`config.mk`:
```
export PLATFORM = sky130hd
export DESIGN_NAME = cam_stream_top
export DESIGN_NICKNAME = d
export VERILOG_FILES = /design/src/hdl/cmd_pkg.sv /design/src/hdl/pix_pkg.sv /design/src/hdl/pixel_stream_if.sv /design/src/hdl/cam_stream_top.sv /design/src/hdl/frame_serializer.sv /design/src/hdl/host_word_assembler.sv /design/src/hdl/roi_crop.sv /design/src/hdl/roi_regfile.sv
export VERILOG_INCLUDE_DIRS = /design/src /design/src/hdl
export SDC_FILE = /design/constraint.sdc
export NUM_CORES = 1
export LEC_CHECK = 0
export BUFFER_PORTS_ARGS = -buffer_cell sky130_fd_sc_hd__buf_4
export CAP_MARGIN = 5
export CORE_MARGIN = 1.5
export CORE_UTILIZATION = 30
export DETAILED_ROUTE_END_ITERATION = 12
export MAX_ROUTING_LAYER = met4
export PLACE_DENSITY = 0.45
export SLEW_MARGIN = 20
export SYNTH_ARGS = -nofsm -noshare
export SYNTH_HDL_FRONTEND = slang
export SYNTH_SLANG_ARGS = --single-unit
export TNS_END_PERCENT = 20
```
`constraint.sdc`:
```
create_clock -name core_clk -period 4.3 [get_ports core_clk]
set_clock_uncertainty 0.2 [all_clocks]
set_input_delay 0.215 -clock core_clk [delete_from_list [all_inputs] [get_ports core_clk]]
set_output_delay 0.215 -clock core_clk [all_outputs]
set_load 0.005 [all_outputs]
```
`src/hdl/cam_stream_config.svh`:
```
`ifndef CAM_STREAM_CONFIG_SVH
`define CAM_STREAM_CONFIG_SVH

// raw sensor frame in pixels
`define CFG_RAW_WIDTH 16
`define CFG_RAW_HEIGHT 12

// cropped window sent to the host
`define CFG_ROI_WIDTH 8
`define CFG_ROI_HEIGHT 6

// serializer buffer entries
`define CFG_FIFO_DEPTH 64

// "BIVFRAME" with the most significant byte sent first
`define CFG_MAGIC_NUM 64'h42_49_56_46_52_41_4D_45

// host command addresses
`define CFG_ADDR_ROI_COL 16'h0010
`define CFG_ADDR_ROI_ROW 16'h0011

`endif

```
`src/hdl/cmd_pkg.sv`:
```
`default_nettype none

package cmd_pkg;

    // one byte on the host link
    typedef logic [7:0] host_byte_t;

    typedef logic [15:0] cmd_addr_t;
    typedef logic [31:0] cmd_data_t;

    // address sits above data in the 48-bit word
    typedef struct packed {
        cmd_addr_t addr;
        cmd_data_t data;
    } cmd_fields_t;

    // bytes[5] is the first byte received
    typedef union packed {
        host_byte_t [5:0] bytes;
        cmd_fields_t      fields;
    } cmd_word_t;

endpackage

`default_nettype wire

```
`src/hdl/pix_pkg.sv`:
```
`default_nettype none

package pix_pkg;

    typedef logic [7:0] pixel_t;

    // column or row index
    typedef logic [15:0] coord_t;

    // top left corner of the crop window
    typedef struct packed {
        coord_t col;
        coord_t row;
    } roi_corner_t;

endpackage

`default_nettype wire

```
`src/hdl/pixel_stream_if.sv`:
```
`timescale 1ns/1ps
`default_nettype none

// pixel with its position and one transfer per valid cycle
interface pixel_stream_if;
    import pix_pkg::*;

    pixel_t pix;
    logic   valid;
    logic   sof;
    coord_t col;
    coord_t row;

    modport source (output pix, output valid, output sof, output col, output row);
    modport sink (input pix, input valid, input sof, input col, input row);

endinterface

`default_nettype wire

```
`src/hdl/cam_stream_top.sv`:
```
`timescale 1ns/1ps
`default_nettype none

module cam_stream_top (
    input  logic                core_clk,
    input  logic                sys_reset,
    input  cmd_pkg::host_byte_t host_byte_i,
    input  logic                host_valid_i,
    input  pix_pkg::pixel_t     pix_i,
    input  logic                pix_valid_i,
    input  logic                pix_sof_i,
    input  logic                out_stall_i,
    output cmd_pkg::host_byte_t out_byte_o,
    output logic                out_valid_o,
    output logic                overflow_o
);
    import cmd_pkg::*;
    import pix_pkg::*;

    cmd_word_t   cmd_word;
    logic        cmd_valid;
    roi_corner_t corner;

    // cropped pixels into the serializer
    pixel_stream_if crop_bus ();

    ////////////////////////////////////////////////////////////////////////////
    // host command path

    host_word_assembler u_host_word_assembler (
        .core_clk    (core_clk),
        .sys_reset   (sys_reset),
        .byte_i      (host_byte_i),
        .byte_valid_i(host_valid_i),
        .word_o      (cmd_word),
        .word_valid_o(cmd_valid)
    );

    roi_regfile u_roi_regfile (
        .core_clk    (core_clk),
        .sys_reset   (sys_reset),
        .word_i      (cmd_word),
        .word_valid_i(cmd_valid),
        .corner_o    (corner)
    );

    ////////////////////////////////////////////////////////////////////////////
    // pixel path

    roi_crop u_roi_crop (
        .core_clk (core_clk),
        .sys_reset(sys_reset),
        .pix_i    (pix_i),
        .valid_i  (pix_valid_i),
        .sof_i    (pix_sof_i),
        .corner_i (corner),
        .crop     (crop_bus.source)
    );

    frame_serializer u_frame_serializer (
        .core_clk  (core_clk),
        .sys_reset (sys_reset),
        .crop      (crop_bus.sink),
        .stall_i   (out_stall_i),
        .byte_o    (out_byte_o),
        .valid_o   (out_valid_o),
        .overflow_o(overflow_o)
    );

endmodule

`default_nettype wire

```
`src/hdl/frame_serializer.sv`:
```
`timescale 1ns/1ps
`default_nettype none

`include "cam_stream_config.svh"

module frame_serializer (
    input  logic                core_clk,
    input  logic                sys_reset,
    pixel_stream_if.sink        crop,
    input  logic                stall_i,
    output cmd_pkg::host_byte_t byte_o,
    output logic                valid_o,
    output logic                overflow_o
);
    import pix_pkg::*;
    import cmd_pkg::*;

    localparam int unsigned DEPTH = `CFG_FIFO_DEPTH;
    localparam int unsigned AW    = $clog2(DEPTH);

    localparam host_byte_t [7:0] MAGIC_BYTES = `CFG_MAGIC_NUM;
    localparam logic [2:0]       HDR_LAST    = 3'd7;

    localparam logic ST_PIX = 1'b0;
    localparam logic ST_HDR = 1'b1;

    pixel_t     mem_pix [DEPTH];
    logic       mem_sof [DEPTH];
    logic [AW:0] wr_ptr;
    logic [AW:0] rd_ptr;
    logic       full;
    logic       empty;
    logic       push;
    logic       pop;
    logic       xfer;
    logic       need_hdr;
    logic       state;
    logic       hdr_sent;
    logic [2:0] hdr_idx;

    ////////////////////////////////////////////////////////////////////////////
    // pixel FIFO

    assign empty = (wr_ptr == rd_ptr);
    assign full  = (wr_ptr[AW-1:0] == rd_ptr[AW-1:0]) && (wr_ptr[AW] != rd_ptr[AW]);
    assign push  = crop.valid && !full;

    always_ff @(posedge core_clk) begin
        if (push) begin
            mem_pix[wr_ptr[AW-1:0]] <= crop.pix;
            mem_sof[wr_ptr[AW-1:0]] <= crop.sof;
        end
    end

    // input is never stalled so a pixel arriving when full is lost
    always_ff @(posedge core_clk) begin
        if (sys_reset) begin
            wr_ptr     <= '0;
            rd_ptr     <= '0;
            overflow_o <= 1'b0;
        end else begin
            if (push) begin
                wr_ptr <= wr_ptr + 1'b1;
            end
            if (pop) begin
                rd_ptr <= rd_ptr + 1'b1;
            end
            if (crop.valid && full) begin
                overflow_o <= 1'b1;
            end
        end
    end

    ////////////////////////////////////////////////////////////////////////////
    // output FSM

    // head opens a frame and its header is still owed
    assign need_hdr = !empty && mem_sof[rd_ptr[AW-1:0]] && !hdr_sent;

    // output depends on registered state only and holds while stalled
    always_comb begin
        if (state == ST_HDR) begin
            valid_o = 1'b1;
            byte_o  = MAGIC_BYTES[HDR_LAST - hdr_idx];
        end else begin
            valid_o = !empty && !need_hdr;
            byte_o  = mem_pix[rd_ptr[AW-1:0]];
        end
    end

    assign xfer = valid_o && !stall_i;
    assign pop  = xfer && (state == ST_PIX);

    always_ff @(posedge core_clk) begin
        if (sys_reset) begin
            state    <= ST_PIX;
            hdr_sent <= 1'b0;
            hdr_idx  <= '0;
        end else if (state == ST_PIX) begin
            if (need_hdr) begin
                state   <= ST_HDR;
                hdr_idx <= '0;
            end else if (pop) begin
                hdr_sent <= 1'b0;
            end
        end else if (xfer) begin
            hdr_idx <= hdr_idx + 3'd1;
            if (hdr_idx == HDR_LAST) begin
                state    <= ST_PIX;
                hdr_sent <= 1'b1;
            end
        end
    end

endmodule

`default_nettype wire

```
`src/hdl/host_word_assembler.sv`:
```
`timescale 1ns/1ps
`default_nettype none

module host_word_assembler (
    input  logic                core_clk,
    input  logic                sys_reset,
    input  cmd_pkg::host_byte_t byte_i,
    input  logic                byte_valid_i,
    output cmd_pkg::cmd_word_t  word_o,
    output logic                word_valid_o
);
    import cmd_pkg::*;

    localparam int unsigned WORD_BYTES = $bits(cmd_word_t) / $bits(host_byte_t);

    logic [2:0] byte_cnt;

    // first byte ends up in the top slot after six shifts
    always_ff @(posedge core_clk) begin
        if (byte_valid_i) begin
            word_o.bytes <= {word_o.bytes[WORD_BYTES-2:0], byte_i};
        end
    end

    // byte counter wraps and the next byte opens a new word
    always_ff @(posedge core_clk) begin
        if (sys_reset) begin
            byte_cnt     <= '0;
            word_valid_o <= 1'b0;
        end else begin
            word_valid_o <= 1'b0;
            if (byte_valid_i) begin
                if (byte_cnt == 3'(WORD_BYTES - 1)) begin
                    byte_cnt     <= '0;
                    word_valid_o <= 1'b1;
                end else begin
                    byte_cnt <= byte_cnt + 3'd1;
                end
            end
        end
    end

endmodule

`default_nettype wire

```
`src/hdl/roi_crop.sv`:
```
`timescale 1ns/1ps
`default_nettype none

`include "cam_stream_config.svh"

module roi_crop (
    input  logic                 core_clk,
    input  logic                 sys_reset,
    input  pix_pkg::pixel_t      pix_i,
    input  logic                 valid_i,
    input  logic                 sof_i,
    input  pix_pkg::roi_corner_t corner_i,
    pixel_stream_if.source       crop
);
    import pix_pkg::*;

    localparam coord_t RAW_W = coord_t'(`CFG_RAW_WIDTH);
    localparam coord_t RAW_H = coord_t'(`CFG_RAW_HEIGHT);
    localparam coord_t ROI_W = coord_t'(`CFG_ROI_WIDTH);
    localparam coord_t ROI_H = coord_t'(`CFG_ROI_HEIGHT);

    pixel_stream_if raw_pos ();

    coord_t      col_cnt;
    coord_t      row_cnt;
    logic        start;
    roi_corner_t corner_q;
    roi_corner_t corner_cur;
    coord_t      rel_col;
    coord_t      rel_row;
    logic        in_win;

    ////////////////////////////////////////////////////////////////////////////
    // position tracking

    assign start = valid_i && sof_i;

    // counters hold the position of the next pixel
    always_ff @(posedge core_clk) begin
        if (sys_reset) begin
            col_cnt <= '0;
            row_cnt <= '0;
        end else if (start) begin
            col_cnt <= coord_t'(1);
            row_cnt <= '0;
        end else if (valid_i) begin
            if (col_cnt == RAW_W - 1) begin
                col_cnt <= '0;
                row_cnt <= (row_cnt == RAW_H - 1) ? '0 : row_cnt + 1;
            end else begin
                col_cnt <= col_cnt + 1;
            end
        end
    end

    assign raw_pos.pix   = pix_i;
    assign raw_pos.valid = valid_i;
    assign raw_pos.sof   = sof_i;
    assign raw_pos.col   = start ? '0 : col_cnt;
    assign raw_pos.row   = start ? '0 : row_cnt;

    ////////////////////////////////////////////////////////////////////////////
    // window

    // corner is frozen for the whole frame at sof
    always_ff @(posedge core_clk) begin
        if (sys_reset) begin
            corner_q <= '0;
        end else if (raw_pos.valid && raw_pos.sof) begin
            corner_q <= corner_i;
        end
    end

    assign corner_cur = (raw_pos.valid && raw_pos.sof) ? corner_i : corner_q;
    assign rel_col    = raw_pos.col - corner_cur.col;
    assign rel_row    = raw_pos.row - corner_cur.row;

    assign in_win = raw_pos.valid
                 && (raw_pos.col >= corner_cur.col) && (rel_col < ROI_W)
                 && (raw_pos.row >= corner_cur.row) && (rel_row < ROI_H);

    always_ff @(posedge core_clk) begin
        if (sys_reset) begin
            crop.valid <= 1'b0;
            crop.sof   <= 1'b0;
        end else begin
            crop.valid <= in_win;
            crop.sof   <= in_win && (rel_col == '0) && (rel_row == '0);
        end
    end

    // payload qualified by crop.valid
    always_ff @(posedge core_clk) begin
        crop.pix <= raw_pos.pix;
        crop.col <= rel_col;
        crop.row <= rel_row;
    end

endmodule

`default_nettype wire

```
`src/hdl/roi_regfile.sv`:
```
`timescale 1ns/1ps
`default_nettype none

`include "cam_stream_config.svh"

module roi_regfile (
    input  logic                 core_clk,
    input  logic                 sys_reset,
    input  cmd_pkg::cmd_word_t   word_i,
    input  logic                 word_valid_i,
    output pix_pkg::roi_corner_t corner_o
);
    import pix_pkg::*;

    // default corner centers the window in the raw frame
    localparam coord_t DEF_COL = coord_t'((`CFG_RAW_WIDTH - `CFG_ROI_WIDTH) / 2);
    localparam coord_t DEF_ROW = coord_t'((`CFG_RAW_HEIGHT - `CFG_ROI_HEIGHT) / 2);

    // low half of the data word carries the coordinate
    always_ff @(posedge core_clk) begin
        if (sys_reset) begin
            corner_o.col <= DEF_COL;
            corner_o.row <= DEF_ROW;
        end else if (word_valid_i) begin
            case (word_i.fields.addr)
                `CFG_ADDR_ROI_COL: begin
                    corner_o.col <= word_i.fields.data[15:0];
                end
                `CFG_ADDR_ROI_ROW: begin
                    corner_o.row <= word_i.fields.data[15:0];
                end
                default: begin
                    // unknown addresses are ignored
                end
            endcase
        end
    end

endmodule

`default_nettype wire
```
After elaboration in Yosys (flattened, before gate mapping)
Memories as Yosys holds them, arrays and structs flattened. A register that Yosys moved wholly into a read port is not among the register bits.
Index checks and enable logic that the tools add are counted.
Widths: inputs -> output; s select.

word-level totals
  flip-flop bits (word level) = 178
  memory bits (writable) = 576
  bits in read-only memories = 64
  input bits = 22
  output and inout bits = 10
  word-level logic and storage cells = 112
  memories kept = 3

memory list
  memory                      words  bits a word  read ports  clocked after memory_dff  write ports  RTL line                text
  u_frame_serializer.mem_pix  64     8            1           1                         1            frame_serializer.sv:27  pixel_t mem_pix [DEPTH];
  (no name shown)             8      8            1           0                         0            frame_serializer.sv:84  byte_o = MAGIC_BYTES[HDR_LAST - hdr_idx];
  u_frame_serializer.mem_sof  64     1            1           1                         1            frame_serializer.sv:28  logic mem_sof [DEPTH];

operators by class
  $add $sub $neg = 9
  magnitude comparators = 5
  equal/unequal tests = 12
  muxes and demuxes = 30
  bitwise operators = 2
  reduce and logical (&&, ||, !) cells = 32

operator list
  cell                   number
  $mux 16                4
  $add 16x1->16 const B  2
  $eq 16x4->1 const B    2
  $eq 16x5->1 const B    2
  $ge 16x16->1           2
  $logic_not 16->1       2
  $mux 32                1
  $sub 16x16->16         2
  $mux 6                 4
  $lt 16x3->1 const B    1
  $lt 16x4->1 const B    1
  $mux 8                 2
  $logic_and 1x1->1      15
  $mux 1                 15
  $add 7x1->7 const B    2
  $mux 3                 4
  $reduce_and 2->1       4
  $eq 7x7->1             1
  $add 3x1->3 const B    2
  $eq 3x3->1 const B     2
  $eq 6x6->1             1
  $reduce_bool 2->1      3
  $logic_not 1->1        5
  $lt 3x4->1 const B     1
  other kinds (7)        10

Logic depth before layout (Yosys ltp)
Gate-level depths: netlist of the first run.

  depth in word-level cells = 12
  gate-level depth with buffers = 14
  mapped depth without buffers = 12

Hierarchy
A second synthesis of the first run with hierarchy kept.

second synthesis, totals
  cell total of the unflattened synthesis = 1894
  area total of the unflattened synthesis = 31951.9 um2

modules (own cells, without submodules)
  module               instances  cells each  area an instance (um2)  sequential area each (um2)
  frame_serializer     1          1059        23513.8                 17817.1
  roi_crop             1          620         5532.8                  2122.0
  host_word_assembler  1          62          1596.5                  1521.5
  roi_regfile          1          153         1308.8                  640.6

Worst setup path after synthesis of the first run
Ideal clock, no wire load.

  path type = in2reg
  start point = in pix_valid_i
  end point = reg u_roi_crop.crop.valid
  setup time = 0.096 ns
  arrival = 3.428 ns
  required time = 4.004 ns
  setup slack = 0.576 ns
  stages on the path = 14
  buffers on the path = 2
  cells stage by stage = clkbuf_1 -> nand2_1 -> buf_1 -> mux2i_1 -> inv_1 -> fa_1 -> xor2_1 -> o22ai_1 -> a311oi_1 -> o2111ai_1 -> a211o_1 -> nor4_1 -> o2111ai_1 -> nor4b_1

RTL lines
  what                  RTL line               text
  start, declared       cam_stream_top.sv:10   input logic pix_valid_i,
  end signal, assigned  roi_crop.sv:87         crop.valid <= in_win;
  end, declared         pixel_stream_if.sv:14  modport source (output pix, output valid, output sof, output col, output row);

==> results of run 1 <==
-- cell type report --
class,instances,area (um^2),area share [%]
flip-flops and latches,760,21500,58.8
multi-input cells,923,8790,24.1
clock buffers,110,2380,6.52
well taps,1368,1710,4.69
repair buffers,188,1610,4.42
clock inverters,47,453,1.24
inverters,20,75.1,0.206
diodes,3,7.51,0.0206
-- cells by family after synthesis --
logic type / share of synthesized area, %
mux: 15.9
fa+ha+maj: 1.74
simple gates: 6.73
buf+inv: 1.50
compound gates: 2.61
flops: 69.9
xor+xnor: 1.65
-- registers in the layout, indices dropped and copies added (netlist names), 3 cells and up, named ones only --
name,cells
u_host_word_assembler.byte_cnt,3
u_frame_serializer.mem_pix,512
u_roi_crop.row_cnt,16
u_frame_serializer.hdr_idx,3
u_frame_serializer.wr_ptr,7
u_roi_crop.col_cnt,16
u_roi_crop.corner_q,32
u_roi_regfile.corner_o,32
u_host_word_assembler.word_o,48
u_roi_crop.crop.pix,8
u_frame_serializer.mem_sof,64
u_frame_serializer.rd_ptr,7
-- timing repair --
item | 4_1_cts | 5_1_grt
hold buffers | 28 | 0
gates resized for setup | 0 | 0
endpoints found under the hold margin | 88 | 0
buffers inserted | 1 | 0
endpoints found under the setup margin | 5 | 0
-- cell usage after synthesis, types with 5 or more instances --
master | number | area share [%]
sky130_fd_sc_hd__buf_2 | 12 | 0.20
sky130_fd_sc_hd__nand3_1 | 27 | 0.44
sky130_fd_sc_hd__nor2b_1 | 15 | 0.31
sky130_fd_sc_hd__buf_1 | 16 | 0.20
sky130_fd_sc_hd__nor2_1 | 199 | 2.4
sky130_fd_sc_hd__nor4b_1 | 6 | 0.17
sky130_fd_sc_hd__a211oi_1 | 6 | 0.15
sky130_fd_sc_hd__nand4_1 | 12 | 0.24
sky130_fd_sc_hd__and2_1 | 32 | 0.65
sky130_fd_sc_hd__mux2i_1 | 69 | 2.2
sky130_fd_sc_hd__and3_1 | 9 | 0.18
sky130_fd_sc_hd__o22ai_1 | 10 | 0.20
sky130_fd_sc_hd__nor3_1 | 19 | 0.31
sky130_fd_sc_hd__ha_1 | 41 | 1.7
sky130_fd_sc_hd__o21a_1 | 9 | 0.22
sky130_fd_sc_hd__edfxtp_1 | 624 | 61
sky130_fd_sc_hd__nand2_1 | 54 | 0.66
sky130_fd_sc_hd__o2111ai_1 | 6 | 0.17
sky130_fd_sc_hd__dfxtp_1 | 136 | 8.9
sky130_fd_sc_hd__mux4_2 | 176 | 13
sky130_fd_sc_hd__xor2_1 | 26 | 0.74
sky130_fd_sc_hd__o21ai_0 | 21 | 0.34
sky130_fd_sc_hd__buf_4 | 5 | 0.12
sky130_fd_sc_hd__nor4_1 | 13 | 0.26
sky130_fd_sc_hd__inv_1 | 20 | 0.24
sky130_fd_sc_hd__or3_1 | 13 | 0.26
sky130_fd_sc_hd__xnor2_1 | 32 | 0.91
sky130_fd_sc_hd__mux2_2 | 19 | 0.70
sky130_fd_sc_hd__a211o_1 | 6 | 0.17
sky130_fd_sc_hd__nand2b_1 | 8 | 0.16
sky130_fd_sc_hd__a21o_1 | 6 | 0.15
sky130_fd_sc_hd__a21oi_1 | 37 | 0.60
sky130_fd_sc_hd__nand3b_1 | 11 | 0.27
sky130_fd_sc_hd__o21ai_1 | 5 | 0.082
sky130_fd_sc_hd__clkbuf_1 | 49 | 0.60
-- worst paths after layout --
check	slack, ns	depth (start not counted)	start	to
setup / recovery	0.21	6	register	out_byte_o[6]
hold / removal	0.05	2	pix_i[2]	u_roi_crop.crop.pix[2]
setup reg to reg	0.90	9	register	u_frame_serializer.rd_ptr[5]
hold reg to reg	0.21	0	u_host_word_assembler.word_o[20]	u_host_word_assembler.word_o[28]
-- power by group --
group / internal, mW / switching [mW] / leakage (nW) / total, mW
combinational: 0.0896 / 0.161 / 3.85 / 0.250
clock: 4.39 / 2.94 / 1.37 / 7.32
sequential: 7.99 / 0.0575 / 6.61 / 8.04
total: 12.5 / 3.15 / 11.8 / 15.6
-- stage by stage --
stage	instances	instance area [um^2]	util [%]
6_report	3419	36500	35.9
5_1_grt	3416	36500	35.9
4_1_cts	3416	36500	35.9
3_5_place_dp	3230	33400	32.8
3_3_place_gp	3230	33400	32.8
2_1_floorplan	1789	30700	-
-- metal layers --
layer | track usage (%) | wire length (um) | up-vias | share of wire [%]
li1 | - | - | 7404 | -
met1 | 20.9 | 35300 | 8430 | 45
met2 | 23.8 | 36600 | 305 | 47
met3 | 2.72 | 3700 | 101 | 4.8
met4 | 4.96 | 1980 | 0 | 2.6
met5 | - | 0 | - | 0
==> impl_metrics.json, run 1 <==
{
  "power.static_leakage_nw": 11.8,
  "detail_route.first_pass.iterations": 5,
  "cts-htree-levels": 3,
  "groute.usage.overall_pct": 15.5,
  "synthArstFlopShare_pct": 0,
  "syn-num-nets": 1853,
  "vias_per_cell": 4.75,
  "critical_path.cell_chain": "buf_4, mux4_2, mux4_2, mux4_2, or2_1, buf_4",
  "drt-total-wl_um": 77600,
  "first_global_vias": 16600,
  "chipWidth_um": 323,
  "avgRoutedWirePerCell_um": 22.7,
  "final-setup-viol-count": 0,
  "layout_area_overhead_pct": 18.9,
  "critical_path.top_delay_family": "multiplexers",
  "pins_over_slew_limit": 0,
  "dominantRegCellSynth": "sky130_fd_sc_hd__edfxtp_1",
  "fmax_ghz": 0.244,
  "wire_length_of_the_first_global_routing_pass_um": 114000,
  "cts_max_path_buffers": 3,
  "timing.max_slew.rel_slack_pct": 34.4,
  "yosysSeqAreaShare_pct": 69.9,
  "worst_ep_arrival_time_ns": 3.68,
  "total_power_mw": 15.6,
  "final_tns_setup_ns": 0,
  "hold_violations": 0,
  "worst-setup-path-type": "register to output pin",
  "critical_path.slowest_cell": "sky130_fd_sc_hd__dfxtp_4",
  "startpoint_type_of_the_worst_setup_path": "register",
  "tritoncts.num_buffers": 86,
  "layout_common_cells": "624 x sky130_fd_sc_hd__edfxtp_1, 198 x sky130_fd_sc_hd__nor2_1, 176 x sky130_fd_sc_hd__mux4_2",
  "synth_area_per_cell_um2": 17.2,
  "core_area_um2": 102000,
  "max_cap_viol_count": 0,
  "yosysWarningCount": 0,
  "route.vias.total": 16200,
  "routabilityCongestion": 0.793,
  "floorplan.initialDensity_pct": 30.2,
  "worst_ir_drop_vdd_mv": 0.253,
  "status": "completed",
  "grt_antenna_before_repair": 1,
  "critical_path_buf_inv_count": 2,
  "post-route-drc-count": 0,
  "cts_num_sinks": 760,
  "largest_net_degree_at_the_start_of_global_routing": 90,
  "die_area_um2": 104000,
  "worst_margin_pin_slew_ns": 0.984,
  "ant_nets": 0,
  "min_period_ns": 4.09,
  "core.rowCount": 117,
  "netlist-cell-type-count": 56,
  "dp_worst_setup_slack_ns": 0.451,
  "drt_iter0_drc": 1176,
  "io_pins": 32,
  "layout-drive-gt1-share_pct": 24.1,
  "worstPathRequired_ns": 3.88,
  "overflow": 0,
  "number_of_synthesized_flops_with_an_enable_pin": 624,
  "cts_tree": "built",
  "postLayoutSetupSlackWorst_ns": 0.206,
  "hold_path.class": "input pin to register",
  "die_h_um": 323,
  "power_density_nw_per_um2": 428,
  "finalCritPeriodShare_pct": 95.2,
  "rsz0062_at_grt": "false",
  "critical_path.max_stage_delay_ns": 0.61,
  "syn_area_um2": 30700,
  "place_hpwl_um": 50800,
  "timing.critical_path.fanout_max": 12,
  "end_kind": "output pin",
  "mostFrequentLayoutCell": "sky130_fd_sc_hd__edfxtp_1",
  "hold_slack_ns": 0.0490,
  "ys_ff_latch": 760,
  "layout.filler_cells": 9588,
  "clkTransAtPathRegs_ns": 0.06,
  "crit_top_cell": "sky130_fd_sc_hd__mux4_2",
  "insertion_delay_ns": 0.64,
  "post_synth_inst_count": 1789,
  "io_buffers": 31,
  "final_net_count": 2043,
  "ctsRootBufferMaster": "sky130_fd_sc_hd__clkbuf_16"
}
Power figures use the tool's default switching activity.
==> inputs of run 2 (changes only) <==
CAP_MARGIN = default   (was 5)
clock period = 4 ns   (was 4.3 ns; I/O delays follow)
==> run 2 against run 1 <==
Against the previous run:
- core utilization is 0.34 points lower
- combinational power rose by 7%
- register-to-register slack lost 0.26 ns
- via count is 0.76% lower
- design area down 0.95%
- largest power group unchanged
==> impl_metrics.json, run 2 (same netlist as run 1, synthesis figures left out) <==
{
  "status": "completed",
  "timing.critical_path.fanout_max": 23,
  "vias_per_cell": 4.78,
  "io_pins": 32,
  "rsz0062_at_grt": "true",
  "power_density_nw_per_um2": 455,
  "critical_path.max_stage_delay_ns": 0.57,
  "fmax_ghz": 0.256,
  "core.rowCount": 117,
  "critical_path.cell_chain": "buf_12, buf_16, mux4_2, mux4_2, mux4_2, or2_1, buf_4",
  "hold_violations": 0,
  "worstPathRequired_ns": 3.60,
  "io_buffers": 31,
  "timing.max_slew.rel_slack_pct": 27.3,
  "ctsRootBufferMaster": "sky130_fd_sc_hd__clkbuf_16",
  "wire_length_of_the_first_global_routing_pass_um": 115000,
  "first_global_vias": 16400,
  "overflow": 0,
  "crit_top_cell": "sky130_fd_sc_hd__mux4_2",
  "final-setup-viol-count": 0,
  "critical_path.slowest_cell": "sky130_fd_sc_hd__mux4_2",
  "worst_ep_arrival_time_ns": 3.51,
  "drt-total-wl_um": 77900,
  "tritoncts.num_buffers": 83,
  "ff2ff_path_depth": 11,
  "floorplan.initialDensity_pct": 30.2,
  "grt_antenna_before_repair": 4,
  "startpoint_type_of_the_worst_setup_path": "register",
  "power.share.sequential_pct": 52.6,
  "pins_over_slew_limit": 0,
  "post-route-drc-count": 0,
  "die_area_um2": 104000,
  "mostFrequentLayoutCell": "sky130_fd_sc_hd__edfxtp_1",
  "cts-htree-levels": 3,
  "hold_path.class": "input pin to register",
  "fin_area_um2": 36200,
  "min_period_ns": 3.91,
  "route.vias.total": 16100,
  "clock_power_share_pct": 45.8,
  "power.static_leakage_nw": 11.6,
  "clkTransAtPathRegs_ns": 0.06,
  "ant_nets": 0,
  "drt_iter0_drc": 1530,
  "worst_ir_drop_vdd_mv": 0.272,
  "die_h_um": 323,
  "finalCritPeriodShare_pct": 97.8,
  "post_dp_cell_area_um2": 33000,
  "worst_margin_pin_slew_ns": 1.09,
  "layout-drive-gt1-share_pct": 22.4,
  "groute.usage.overall_pct": 15.6,
  "insertion_delay_ns": 0.64,
  "cts_tree": "built",
  "cts_max_path_buffers": 3,
  "layout_area_overhead_pct": 17.8,
  "avgRoutedWirePerCell_um": 23.1,
  "layout_common_cells": "624 x sky130_fd_sc_hd__edfxtp_1, 198 x sky130_fd_sc_hd__nor2_1, 176 x sky130_fd_sc_hd__mux4_2",
  "chipWidth_um": 323,
  "worst-setup-path-type": "register to output pin",
  "cts_num_sinks": 760,
  "routabilityCongestion": 0.807,
  "end_kind": "output pin",
  "power_switching_share_pct": 20.6,
  "switching_power_mw": 3.38,
  "largest_reg_flops": 512,
  "core_area_um2": 102000,
  "power.share.combinational_pct": 1.6,
  "internal-power_mw": 13.1,
  "final_net_count": 2002,
  "worstHoldPathCells": 2,
  "largest_net_degree_at_the_start_of_global_routing": 93,
  "detail_route.first_pass.iterations": 5,
  "max_cap_viol_count": 0,
  "total_power_mw": 16.4,
  "place_hpwl_um": 50800
}
run 2: cell count changes in the layout (fill, tap and decap cells not counted), moves of 2 or more:
cell,previous run,this run
sky130_fd_sc_hd__clkinv_1,22,8
sky130_fd_sc_hd__buf_4,150,106
sky130_fd_sc_hd__clkbuf_8,1,10
sky130_fd_sc_hd__bufinv_16,8,5
sky130_fd_sc_hd__buf_16,1,5
sky130_fd_sc_hd__clkbuf_1,17,31
sky130_fd_sc_hd__clkinv_2,8,4
sky130_fd_sc_hd__clkbuf_16,92,83
sky130_fd_sc_hd__bufbuf_16,0,2
sky130_fd_sc_hd__dlygate4sd3_1,28,30
sky130_fd_sc_hd__buf_12,9,6
sky130_fd_sc_hd__diode_2,3,1
run 2: area by class of cell:
| type | instances | area [um^2] |
|---|---|---|
| timing repair buffer | 150 | 1430 |
| multi-input combinational | 923 | 8780 |
| inverter | 20 | 75.1 |
| antenna | 1 | 2.50 |
| fill | 9638 | 65400 |
| clock buffer | 124 | 2330 |
| sequential | 760 | 21500 |
| tap | 1368 | 1710 |
| clock inverter | 29 | 348 |
run 2: power by group through the flow:
stage | Sequential [mW] | Clock (mW) | Combinational [mW]
6_report | 8.65 | 7.53 | 0.267
3_5_place_dp | 8.82 | 0 | 0.249
2_1_floorplan | 8.81 | 0 | 0.119
4_1_cts | 8.66 | 7.74 | 0.273
3_3_place_gp | 8.82 | 0 | 0.244
5_1_grt | 8.66 | 8.01 | 0.295
run 2: stage by stage:
stage / TNS [ns] / hold slack, ns / worst slack (ns) / cells / utilization, %
floorplan: 0 / 0.0277 / 0.291 / 1789 / -
detailed placement: 0 / 0.106 / 0.299 / 3183 / 32.5
global placement: 0 / 0.108 / 0.344 / 3183 / 32.5
finish: 0 / 0.0780 / 0.0881 / 3375 / 35.6
CTS: 0 / 0.0336 / 0.00411 / 3374 / 35.6
global route: -0.00968 / 0.0518 / -0.00968 / 3374 / 35.6
run 2: worst paths after layout:
check	from	end	slack, ns
hold / removal	host_byte_i[2]	u_host_word_assembler.word_o[2]	0.08
setup reg to reg	u_roi_regfile.corner_o[0]	u_roi_crop.crop.valid	0.64
hold reg to reg	u_host_word_assembler.word_o[18]	u_host_word_assembler.word_o[26]	0.20
setup / recovery	register	out_byte_o[6]	0.09
run 2: timing repair:
action | in CTS | in global routing
hold buffers | 30 | 0
setup endpoints to repair | 8 | 5
resized for setup | 4 | 2
hold endpoints to repair | 104 | 0
cloned | 3 | 0
setup buffers | 5 | 0
run 2: critical path, delay by kind of cell, from the launching register on:
family                 cells  cell delay [ns]
DFF                        1             0.39
buffers and inverters      3             0.52
muxes                      3             1.67
and+or+nand+nor            1             0.25
run 2: layer usage:
metal	global-route usage [%]	share of wire, %	wire length (um)
met1	21.3	47	36500
met4	3.37	1.7	1310
met5	-	0	0
met3	2.39	3.8	2980
met2	24.6	48	37100
==> inputs of run 3 (changes only) <==
CTS_BUF_LIST = sky130_fd_sc_hd__clkbuf_2 sky130_fd_sc_hd__clkbuf_4 sky130_fd_sc_hd__clkbuf_8   (was default)
RECOVER_POWER = 100   (was default)
==> run 3 against run 2 <==
Against the previous run:
- the run now ends with capacitance limit, slew limit, setup timing left
- critical path depth unchanged
- sequential share of layout area down 0.073 points
- worst setup slack worse by 0.098 ns
- count of clock-buffer cells in the layout up 65
- routed wire length up 1.8%
- fmax down 2.4%
- cell count up 3.2%
- non-clock buffer count up 22
- hold slack better by 0.091 ns
- critical endpoint unchanged
==> impl_metrics.json, run 3 (same netlist as run 1, synthesis figures left out) <==
{
  "tritoncts.num_buffers": 135,
  "reg2reg_setup_slack_ns": 0.35,
  "crit_top_cell": "sky130_fd_sc_hd__mux4_2",
  "power_density_nw_per_um2": 438,
  "ant_nets": 0,
  "largest_reg_flops": 512,
  "placed_cells_incl_taps": 3183,
  "max_cap_viol_count": 13,
  "layout-drive-gt1-share_pct": 24.7,
  "worst_ir_drop_vdd_mv": 0.208,
  "io_pins": 32,
  "violations_in_the_final_reports": "capacitance limit, slew limit, setup timing",
  "cts_max_path_buffers": 3,
  "worst-setup-path-type": "register to output pin",
  "worstHoldStart": "out_stall_i",
  "internal-power_mw": 12.4,
  "vias_per_cell": 4.77,
  "critical_path.max_stage_delay_ns": 0.56,
  "critical_path.cell_chain": "buf_12, buf_16, mux4_2, mux4_2, mux4_2, or2_1, buf_6",
  "ctsRootBufferMaster": "sky130_fd_sc_hd__clkbuf_8",
  "post-route-util_pct": 35.6,
  "drt_iter0_drc": 1460,
  "die_area_um2": 104000,
  "drt-total-wl_um": 79300,
  "status": "finished, violations left",
  "layout_common_cells": "624 x sky130_fd_sc_hd__edfxtp_1, 198 x sky130_fd_sc_hd__nor2_1, 176 x sky130_fd_sc_hd__mux4_2",
  "io_buffers": 31,
  "power_switching_share_pct": 21.7,
  "insertion_delay_ns": 0.80,
  "dp_worst_setup_slack_ns": 0.299,
  "layout.filler_cells": 9755,
  "clkTransAtPathRegs_ns": 0.06,
  "groute.usage.overall_pct": 16.0,
  "overflow": 0,
  "core_area_um2": 102000,
  "critical_path.slowest_cell": "sky130_fd_sc_hd__mux4_2",
  "post-route-drc-count": 0,
  "mostFrequentLayoutCell": "sky130_fd_sc_hd__edfxtp_1",
  "final_tns_setup_ns": -0.0169,
  "postLayoutSetupSlackWorst_ns": -0.00943,
  "holdPathEnd": "u_frame_serializer.hdr_sent",
  "die_h_um": 323,
  "clock_power_share_pct": 43.7,
  "min_period_ns": 4.01,
  "ff2ff_path_depth": 14,
  "layout.cells.non_filler": 3483,
  "largest_net_degree_at_the_start_of_global_routing": 93,
  "end_kind": "output pin",
  "route.vias.total": 16600,
  "place_hpwl_um": 50800,
  "cts_tree": "built",
  "switching_power_mw": 3.43,
  "cts-htree-levels": 4,
  "core.rowCount": 117,
  "worstPathRequired_ns": 3.60,
  "critical_path.reg2reg.endpoint": "u_frame_serializer.hdr_idx[0]",
  "power.share.combinational_pct": 1.7,
  "hold_violations": 0,
  "final_net_count": 2076,
  "timing.max_slew.rel_slack_pct": -103,
  "rsz0062_at_grt": "true",
  "wire_length_of_the_first_global_routing_pass_um": 117000,
  "finalCritPeriodShare_pct": 100,
  "layout_area_overhead_pct": 17.9,
  "detail_route.first_pass.iterations": 5,
  "floorplan.initialDensity_pct": 30.2,
  "worst_ep_arrival_time_ns": 3.61,
  "final-setup-viol-count": 2,
  "startpoint_type_of_the_worst_setup_path": "register",
  "grt_antenna_before_repair": 5,
  "worst_margin_pin_slew_ns": 3.05,
  "avgRoutedWirePerCell_um": 22.8,
  "timing.critical_path.fanout_max": 12,
  "power.static_leakage_nw": 11.6,
  "chipWidth_um": 323,
  "power.share.sequential_pct": 54.6,
  "pins_over_slew_limit": 595,
  "worstHoldPathCells": 4,
  "fmax_ghz": 0.249,
  "routabilityCongestion": 0.807,
  "hold_path.class": "input pin to register",
  "first_global_vias": 17000,
  "cts_num_sinks": 760
}
## run 3: power by group through the flow
| stage | sequential [mW] | clock (mW) | combinational (mW) |
|---|---|---|---|
| after floorplan | 8.81 | 0 | 0.119 |
| final | 8.66 | 6.93 | 0.269 |
| after global routing | 8.67 | 7.50 | 0.296 |
| after global placement | 8.82 | 0 | 0.244 |
| after detailed placement | 8.82 | 0 | 0.249 |
| after CTS | 8.66 | 7.18 | 0.279 |
## run 3: through the flow
| step | power, mW | hold WS, ns | area [um^2] |
|---|---|---|---|
| finish | 15.9 | 0.169 | 36200 |
| global route | 16.5 | 0.119 | 36200 |
| CTS | 16.1 | 0.0671 | 36300 |
| detailed placement | 9.07 | 0.106 | 33000 |
| global placement | 9.06 | 0.108 | 33000 |
| floorplan | 8.92 | 0.0277 | 30700 |
## run 3: worst max-delay path by stage
stage	endpoint	from	slack, ns
6_report	out_byte_o[6]	register	-0.009
5_1_grt	out_byte_o[1]	register	-0.13
4_1_cts	out_byte_o[4]	register	-0.15
3_5_place_dp	u_roi_crop.crop.valid	pix_sof_i	0.30
3_3_place_gp	u_roi_crop.crop.valid	pix_sof_i	0.34
2_1_floorplan	u_roi_crop.crop.valid	pix_valid_i	0.29
## run 3: what timing repair did
action | CTS | global route
hold buffers | 39 | 0
hold endpoints to repair | 177 | 0
endpoints found under the setup margin | 8 | 8
setup buffers | 10 | 8
pin swaps | 0 | 1
cloned | 6 | 0
gates resized for setup | 16 | 10
## run 3: cell type report
class                           count  area [um^2]  area share (%)
Sequential cell                   760        21500            59.3
Multi-Input combinational cell    923         8790            24.3
Clock buffer                      189         2300            6.36
Tap cell                         1368         1710            4.73
Timing Repair Buffer              172         1560            4.31
Clock inverter                     48          272           0.750
Inverter                           20         75.1           0.207
Antenna cell                        3         7.51          0.0207
## run 3: routing by layer
metal  routed length [um]  up-vias  track usage, %
li1                     -     7493               -
met1                36500     8659            21.1
met5                    0        -               -
met2                37700      349            24.9
met4                 1640        0            4.72
met3                 3470      126            3.25
## run 3: worst max-delay path: cells and delay by family, from the launching register on
family                 cells  cell delay [ns]
buffers and inverters      3             0.47
flip-flops                 1             0.39
multiplexers               3             1.66
AND/OR/NAND/NOR            1             0.26
